===== src/commitPkg.sv =====
package commitPkg;

    // Register and address widths
    localparam int archRegWidth = 5;
    localparam int physRegWidth = 6;   // 64 physical registers
    localparam int pcWidth      = 32;

    // Number of logical registers held by the committed map
    localparam int archRegCount = 2 ** archRegWidth;

    typedef enum logic [1:0] {
        notBranch  = 2'd0,
        condBranch = 2'd1,
        jump       = 2'd2,
        jumpReg    = 2'd3
    } branchKind;

    // One micro-op as held in a reorder buffer slot
    typedef struct packed {
        logic                    valid;        // Low for a bubble
        logic [pcWidth-1:0]      pc;
        logic                    dstWe;
        logic [archRegWidth-1:0] dstLogical;
        logic [physRegWidth-1:0] dstPhys;
        logic [physRegWidth-1:0] dstStale;     // Previous mapping of dstLogical
        branchKind               kind;
        logic                    predTaken;
        logic [pcWidth-1:0]      predTarget;
        logic                    taken;        // Resolved direction
        logic [pcWidth-1:0]      target;       // Resolved target
        logic [1:0]              bimState;
        logic                    causeExc;
        logic                    done;
    } uopEntry;

endpackage

===== src/commitCore.sv =====
`timescale 1ns/1ps

module commitCore import commitPkg::*; #(
    parameter int  robDepth = 8,
    localparam int idxWidth = $clog2(robDepth)
) (
    input  logic                    clk,
    input  logic                    rst,

    input  logic                    dispatchValid,
    input  uopEntry                 dispatchUop0,
    input  uopEntry                 dispatchUop1,
    output logic                    robFull,
    output logic                    robEmpty,

    input  logic                    completeValid,
    input  logic [idxWidth-1:0]     completeIndex,
    input  logic                    completeSlot,
    input  logic                    completeTaken,
    input  logic [pcWidth-1:0]      completeTarget,

    output logic                    redirect,
    output logic [pcWidth-1:0]      redirectPc,
    output logic                    flushReq,

    output logic                    bpUpdateValid,
    output logic [pcWidth-1:0]      bpUpdatePc,
    output logic [pcWidth-1:0]      bpUpdateTarget,
    output logic                    bpUpdateTaken,
    output logic [1:0]              bpUpdateBim,

    output logic                    freeValid0,
    output logic                    freeValid1,
    output logic [physRegWidth-1:0] freePhys0,
    output logic [physRegWidth-1:0] freePhys1,

    input  logic [archRegWidth-1:0] archMapAddr,
    output logic [physRegWidth-1:0] archMapData
);

    logic                    headValid;
    logic                    headRetire;
    uopEntry                 headUop0;
    uopEntry                 headUop1;
    logic                    retireValid0;
    logic                    retireValid1;
    logic [archRegWidth-1:0] retireLogical0;
    logic [archRegWidth-1:0] retireLogical1;
    logic [physRegWidth-1:0] retirePhys0;
    logic [physRegWidth-1:0] retirePhys1;
    logic [physRegWidth-1:0] retireStale0;
    logic [physRegWidth-1:0] retireStale1;

    robQueue #(
        .robDepth(robDepth)
    ) rob0 (
        .clk           (clk),
        .rst           (rst),
        .dispatchValid (dispatchValid),
        .dispatchUop0  (dispatchUop0),
        .dispatchUop1  (dispatchUop1),
        .completeValid (completeValid),
        .completeIndex (completeIndex),
        .completeSlot  (completeSlot),
        .completeTaken (completeTaken),
        .completeTarget(completeTarget),
        .headRetire    (headRetire),
        .flush         (flushReq),       // Flush comes back from commit
        .headValid     (headValid),
        .headUop0      (headUop0),
        .headUop1      (headUop1),
        .robFull       (robFull),
        .robEmpty      (robEmpty)
    );

    commitStage commit0 (
        .clk           (clk),
        .rst           (rst),
        .headValid     (headValid),
        .headUop0      (headUop0),
        .headUop1      (headUop1),
        .headRetire    (headRetire),
        .retireValid0  (retireValid0),
        .retireValid1  (retireValid1),
        .retireLogical0(retireLogical0),
        .retireLogical1(retireLogical1),
        .retirePhys0   (retirePhys0),
        .retirePhys1   (retirePhys1),
        .retireStale0  (retireStale0),
        .retireStale1  (retireStale1),
        .redirect      (redirect),
        .redirectPc    (redirectPc),
        .flushReq      (flushReq),
        .bpUpdateValid (bpUpdateValid),
        .bpUpdatePc    (bpUpdatePc),
        .bpUpdateTarget(bpUpdateTarget),
        .bpUpdateTaken (bpUpdateTaken),
        .bpUpdateBim   (bpUpdateBim)
    );

    archRenameTable rename0 (
        .clk           (clk),
        .rst           (rst),
        .retireValid0  (retireValid0),
        .retireValid1  (retireValid1),
        .retireLogical0(retireLogical0),
        .retireLogical1(retireLogical1),
        .retirePhys0   (retirePhys0),
        .retirePhys1   (retirePhys1),
        .retireStale0  (retireStale0),
        .retireStale1  (retireStale1),
        .freeValid0    (freeValid0),
        .freeValid1    (freeValid1),
        .freePhys0     (freePhys0),
        .freePhys1     (freePhys1),
        .archMapAddr   (archMapAddr),
        .archMapData   (archMapData)
    );

endmodule


===== src/archRenameTable.sv =====
`timescale 1ns/1ps

module archRenameTable import commitPkg::*; (
    input  logic                    clk,
    input  logic                    rst,

    input  logic                    retireValid0,
    input  logic                    retireValid1,
    input  logic [archRegWidth-1:0] retireLogical0,
    input  logic [archRegWidth-1:0] retireLogical1,
    input  logic [physRegWidth-1:0] retirePhys0,
    input  logic [physRegWidth-1:0] retirePhys1,
    input  logic [physRegWidth-1:0] retireStale0,
    input  logic [physRegWidth-1:0] retireStale1,

    output logic                    freeValid0,
    output logic                    freeValid1,
    output logic [physRegWidth-1:0] freePhys0,
    output logic [physRegWidth-1:0] freePhys1,

    input  logic [archRegWidth-1:0] archMapAddr,
    output logic [physRegWidth-1:0] archMapData
);

    logic [physRegWidth-1:0] mapTable [archRegCount];

    always_ff @(posedge clk) begin
        if (rst) begin
            for (int i = 0; i < archRegCount; i++) begin
                mapTable[i] <= physRegWidth'(i);   // Identity map
            end
        end else begin
            if (retireValid0) begin
                mapTable[retireLogical0] <= retirePhys0;
            end
            // Younger slot written last so it wins on a shared register
            if (retireValid1) begin
                mapTable[retireLogical1] <= retirePhys1;
            end
        end
    end

    assign archMapData = mapTable[archMapAddr];

    always_ff @(posedge clk) begin
        if (rst) begin
            freeValid0 <= 1'b0;
            freeValid1 <= 1'b0;
        end else begin
            freeValid0 <= retireValid0;
            freeValid1 <= retireValid1;
        end
    end

    always_ff @(posedge clk) begin
        freePhys0 <= retireStale0;
        freePhys1 <= retireStale1;
    end

endmodule


===== src/commitStage.sv =====
`timescale 1ns/1ps

module commitStage import commitPkg::*; (
    input  logic                    clk,
    input  logic                    rst,

    input  logic                    headValid,
    input  uopEntry                 headUop0,
    input  uopEntry                 headUop1,
    output logic                    headRetire,

    output logic                    retireValid0,
    output logic                    retireValid1,
    output logic [archRegWidth-1:0] retireLogical0,
    output logic [archRegWidth-1:0] retireLogical1,
    output logic [physRegWidth-1:0] retirePhys0,
    output logic [physRegWidth-1:0] retirePhys1,
    output logic [physRegWidth-1:0] retireStale0,
    output logic [physRegWidth-1:0] retireStale1,

    output logic                    redirect,
    output logic [pcWidth-1:0]      redirectPc,
    output logic                    flushReq,

    output logic                    bpUpdateValid,
    output logic [pcWidth-1:0]      bpUpdatePc,
    output logic [pcWidth-1:0]      bpUpdateTarget,
    output logic                    bpUpdateTaken,
    output logic [1:0]              bpUpdateBim
);

    logic               slot0Branch;
    logic               dirMiss;
    logic               targetMiss;
    logic               mispredict;
    logic [pcWidth-1:0] actualTarget;
    logic               fire;       // Redirect pending for this cycle
    logic               waitSlot;   // Waiting for the delay-slot pair
    logic [pcWidth-1:0] heldPc;

    // Commit never stalls the head
    assign headRetire = headValid;

    assign slot0Branch = headUop0.valid && headUop0.kind != notBranch;
    assign dirMiss     = slot0Branch && headUop0.taken != headUop0.predTaken;

    // Target only matters when the branch actually went
    assign targetMiss = slot0Branch && headUop0.taken &&
                        headUop0.target != headUop0.predTarget;

    assign mispredict   = headValid && (dirMiss || targetMiss);
    assign actualTarget = headUop0.taken ? headUop0.target : headUop0.pc + 32'd8;

    always_ff @(posedge clk) begin
        if (rst) begin
            fire     <= 1'b0;
            waitSlot <= 1'b0;
        end else begin
            fire <= 1'b0;
            if (headValid) begin
                if (waitSlot) begin
                    fire     <= 1'b1;          // Delay slot has now retired
                    waitSlot <= 1'b0;
                end else if (mispredict) begin
                    fire     <= headUop1.valid;
                    waitSlot <= !headUop1.valid;
                end
            end
        end
    end

    always_ff @(posedge clk) begin
        if (headValid && !waitSlot && mispredict) begin
            heldPc <= actualTarget;
        end
    end

    assign redirect   = fire;
    assign flushReq   = fire;
    assign redirectPc = fire ? heldPc : '0;

    always_ff @(posedge clk) begin
        if (rst) begin
            retireValid0  <= 1'b0;
            retireValid1  <= 1'b0;
            bpUpdateValid <= 1'b0;
        end else begin
            retireValid0  <= headValid && headUop0.valid && headUop0.dstWe;
            retireValid1  <= headValid && headUop1.valid && headUop1.dstWe;
            bpUpdateValid <= headValid && slot0Branch;
        end
    end

    // Rename and predictor payload
    always_ff @(posedge clk) begin
        retireLogical0 <= headUop0.dstLogical;
        retireLogical1 <= headUop1.dstLogical;
        retirePhys0    <= headUop0.dstPhys;
        retirePhys1    <= headUop1.dstPhys;
        retireStale0   <= headUop0.dstStale;
        retireStale1   <= headUop1.dstStale;

        bpUpdatePc     <= headUop0.pc;
        bpUpdateTarget <= headUop0.target;
        bpUpdateTaken  <= headUop0.taken;
        bpUpdateBim    <= headUop0.bimState;
    end

endmodule


===== src/robQueue.sv =====
`timescale 1ns/1ps

module robQueue import commitPkg::*; #(
    parameter int  robDepth = 8,
    localparam int idxWidth = $clog2(robDepth)
) (
    input  logic                clk,
    input  logic                rst,

    input  logic                dispatchValid,
    input  uopEntry             dispatchUop0,
    input  uopEntry             dispatchUop1,

    input  logic                completeValid,
    input  logic [idxWidth-1:0] completeIndex,
    input  logic                completeSlot,
    input  logic                completeTaken,
    input  logic [pcWidth-1:0]  completeTarget,

    input  logic                headRetire,
    input  logic                flush,

    output logic                headValid,
    output uopEntry             headUop0,
    output uopEntry             headUop1,
    output logic                robFull,
    output logic                robEmpty
);

    uopEntry             slot0Mem [robDepth];
    uopEntry             slot1Mem [robDepth];
    logic [idxWidth-1:0] headPtr;
    logic [idxWidth-1:0] tailPtr;
    logic [idxWidth:0]   count;
    logic                accept;
    logic                retire;
    logic                slot0Ready;
    logic                slot1Ready;

    assign robFull  = count == (idxWidth + 1)'(robDepth);
    assign robEmpty = count == '0;

    // Strobes while full or during a flush are dropped
    assign accept = dispatchValid && !robFull && !flush;

    assign headUop0 = slot0Mem[headPtr];
    assign headUop1 = slot1Mem[headPtr];

    // Bubbles never complete, so only real slots are waited for
    assign slot0Ready = !headUop0.valid || headUop0.done;
    assign slot1Ready = !headUop1.valid || headUop1.done;

    // Head is hidden while the buffer is being flushed
    assign headValid = !robEmpty && slot0Ready && slot1Ready && !flush;
    assign retire    = headRetire && headValid;

    always_ff @(posedge clk) begin
        if (rst) begin
            headPtr <= '0;
            tailPtr <= '0;
            count   <= '0;
        end else if (flush) begin
            headPtr <= '0;
            tailPtr <= '0;
            count   <= '0;
        end else begin
            if (accept) begin
                tailPtr <= tailPtr + 1'b1;   // Wraps at robDepth
            end
            if (retire) begin
                headPtr <= headPtr + 1'b1;
            end
            count <= count + (idxWidth + 1)'(accept) - (idxWidth + 1)'(retire);
        end
    end

    always_ff @(posedge clk) begin
        if (accept) begin
            slot0Mem[tailPtr]      <= dispatchUop0;
            slot1Mem[tailPtr]      <= dispatchUop1;
            slot0Mem[tailPtr].done <= 1'b0;
            slot1Mem[tailPtr].done <= 1'b0;
        end

        // Completion may target any occupied entry in any order
        if (completeValid) begin
            if (completeSlot) begin
                slot1Mem[completeIndex].done   <= 1'b1;
                slot1Mem[completeIndex].taken  <= completeTaken;
                slot1Mem[completeIndex].target <= completeTarget;
            end else begin
                slot0Mem[completeIndex].done   <= 1'b1;
                slot0Mem[completeIndex].taken  <= completeTaken;
                slot0Mem[completeIndex].target <= completeTarget;
            end
        end
    end

endmodule


===== config.mk =====
export PLATFORM = sky130hd
export DESIGN_NAME = commitCore
export DESIGN_NICKNAME = d
export VERILOG_FILES = /design/src/commitPkg.sv /design/src/commitCore.sv /design/src/archRenameTable.sv /design/src/commitStage.sv /design/src/robQueue.sv
export SDC_FILE = /design/constraint.sdc
export NUM_CORES = 2
export LEC_CHECK = 0
export ABC_AREA = 1
export BUFFER_PORTS_ARGS = -buffer_cell sky130_fd_sc_hd__buf_2
export CAP_MARGIN = 20
export CORE_MARGIN = 1.5
export CORE_UTILIZATION = 28
export CTS_CLUSTER_SIZE = 25
export DETAILED_ROUTE_END_ITERATION = 6
export PLACE_DENSITY_LB_ADDON = 0.05
export SLEW_MARGIN = 10
export SYNTH_ARGS = -nofsm -noshare
export SYNTH_HDL_FRONTEND = slang
export SYNTH_HIERARCHICAL = 1
export SYNTH_SLANG_ARGS = --single-unit
export TNS_END_PERCENT = 10

===== constraint.sdc =====
create_clock -name clk -period 11.2 [get_ports clk]
set_input_delay 1.68 -clock clk [delete_from_list [all_inputs] [get_ports clk]]
set_output_delay 1.68 -clock clk [all_outputs]
set_load 0.02 [all_outputs]

==> impl_metrics.csv <==
group,metric,value,unit
routing,via_per_inst,4.92,
power,combPwrFrac,0.260,
clock_tree,path_clk_slew,0.05,ns
timing,finalSetupTns,0,ns
global_routing,grt_pass1_wl,347000,um
worst_setup_path,crit_path_start_kind,"primary input",
global_routing,grt_use_total,0.206,
power,switching_power,6.08,mW
outcome,status,"finished clean",
routing,postRouteAntennaNets,0,
clock_tree,cts_tree,"built",
hold_path,min_path_type,"reg -> reg",
placed_design,dpl.hpwl,137000,um
routing,wire_per_inst,25.9,um
timing,slew_viol_final,0,
worst_setup_path,required,9.52,ns
cells_and_area,fin_nets,6608,
floorplan,initial_utilization,0.282,
cells_and_area,seqCellArea,43400,sq um
cells_and_area,multi_input_area,18100,sq um
floorplan,die_w,484,um
timing,min_period_over_period,0.509,
floorplan,die_area,234000,sq um
power,pwr-share-clk,0.334,
cells_and_area,fillers,23500,
floorplan,ios,416,
routing,drc,0,
power,p_int,11.2,mW
yosys,synthesis.area,64800,sq um
global_routing,grt_pass1_vias,46000,
yosys,netlist_instances,6281,
clock_tree,cts_buffers,179,
timing,slew_headroom,0.261,
yosys,synth_fp_nets,6582,
clock_tree,htree_levels,4,
global_routing,grt-ovfl-total,0,
cells_and_area,final_common_cell,"edfxtp_1",
cells_and_area,area_growth,15.2,%
job,cap_violations,0,
timing,fmax,175,MHz
routing,drt_iter0_drc,3186,
timing,final.min_clock_period,5.70,ns
floorplan,num_rows,176,
clock_tree,insertion_delay,0.84,ns
power,powerDensity,231,nW/um^2
clock_tree,root_buffer,"clkbuf_16",
power,seqPwrFrac,0.406,
worst_setup_path,crit_type,"in -> out",
worst_setup_path,arrival,4.02,ns
placed_design,place_congestion,0.772,
routing,drt_wl_total,246000,um
worst_setup_path,cp_max_fo,49,
global_routing,antenna_found_initial,73,
timing,fin_skew,0.0291,ns
clock_tree,clkSinkCount,1493,
placed_design,place_inst,9152,
power,irDropWorstVdd,0.138,mV
clock_tree,cts_setup_buffers,0,
routing,num_vias,46700,
floorplan,placeableCoreArea,230000,sq um
timing,worst_slew_pin_slew,1.11,ns
clock_tree,cts_buffer_depth,3,
cells_and_area,stdcell_count,9500,
cells_and_area,layout_common_cells,"1344 x edfxtp_1, 1054 x nor2_1, 1044 x nand2_1",
clock_tree,ctsResizeCount,0,
timing,finalSetupViolations,0,
global_routing,grt_max_degree,169,
worst_setup_path,end_kind,"primary output",
floorplan,die_h,484,um
clock_tree,cts_hold_buf,0,
power,p_leak,27.5,nW
timing,grt_setup_unrepaired,"false",
routing,firstDrtPassIters,5,
yosys,synth.avg_cell_area,10.3,sq um
yosys,yosysWarnings,6,
power,switching_share,0.353,
timing,final_hold_viol_count,0,
cells_and_area,drive_above_1_share,0.121,
placed_design,portBuffers,309,
[final cells by class]
cell class                      count  share of cell area
Multi-Input combinational cell   3938               0.243
Timing Repair Buffer              424              0.0342
Clock buffer                      277              0.0689
Inverter                          271              0.0140
Sequential cell                  1493               0.581
Antenna cell                       12            0.000402
Clock inverter                     59             0.00781
Tap cell                         3026              0.0507
[critical path, cell delays in order]
cell	delay [ns]
buf_2	0.08
buf_4	0.52
inv_2	0.61
nand3_1	0.27
nand3_1	0.14
nand2_1	0.16
nand2_1	0.06
nand2_1	0.13
nand2_1	0.07
nand2_1	0.10
buf_2	0.17
[path summary, 6_finish.rpt]
| kind | from | end | slack (ns) | cells after the start |
|---|---|---|---|---|
| worst max register to register | flop | commit0/heldPc[21] | 5.82 | 19 |
| worst min register to register | commit0/retireStale0[1] | rename0/freePhys0[1] | 0.33 | 0 |
| worst max-delay path | archMapAddr[1] | archMapData[0] | 5.50 | 11 |
| worst min-delay path | commit0/retireStale0[1] | rename0/freePhys0[1] | 0.33 | 0 |
[registers in the layout, summed over array words and instances, names as in the netlist, 4 cells and up, named ones only]
name	cells
commit0/retireStale0	6
rob0/slot1Mem	160
commit0/heldPc	32
commit0/retirePhys0	6
commit0/retireLogical0	5
rob0/count	4
rob0/slot0Mem	976
rename0/freePhys1	6
commit0/retireLogical1	5
rename0/mapTable	192
commit0/bpUpdatePc	32
commit0/retirePhys1	6
commit0/retireStale1	6
commit0/bpUpdateTarget	32
rename0/freePhys0	6
[metal layers]
| metal | global-route usage | up-vias | wire [um] |
|---|---|---|---|
| met3 | 0.0328 | 417 | 12000 |
| met5 | 0 | - | 341 |
| met4 | 0.0728 | 54 | 8460 |
| met2 | 0.353 | 1197 | 120000 |
| li1 | - | 21800 | - |
| met1 | 0.263 | 23200 | 105000 |
[through the flow]
| stage | cell area, sq um | hold slack [ns] | util | power [mW] | setup WS (ns) |
|---|---|---|---|---|---|
| after floorplan | 64800 | 0.310 | - | 9.47 | 6.35 |
| after global placement | 68800 | 0.311 | 0.299 | 11.7 | 5.36 |
| after detailed placement | 68900 | 0.312 | 0.299 | 11.7 | 5.46 |
| after CTS | 74600 | 0.326 | 0.324 | 17.6 | 5.46 |
| after global routing | 74600 | 0.331 | 0.324 | 18.1 | 5.29 |
| final | 74600 | 0.327 | 0.324 | 17.2 | 5.50 |
[power by group through the flow]
stage	logic (mW)	clock network [mW]	registers (mW)
global placement	4.62	0	7.11
finish	4.49	5.76	6.99
global route	4.89	6.13	7.03
CTS	4.62	5.93	7.00
detailed placement	4.60	0	7.11
floorplan	2.31	0	7.16
Note: power is estimated with default switching activity, not from simulation.
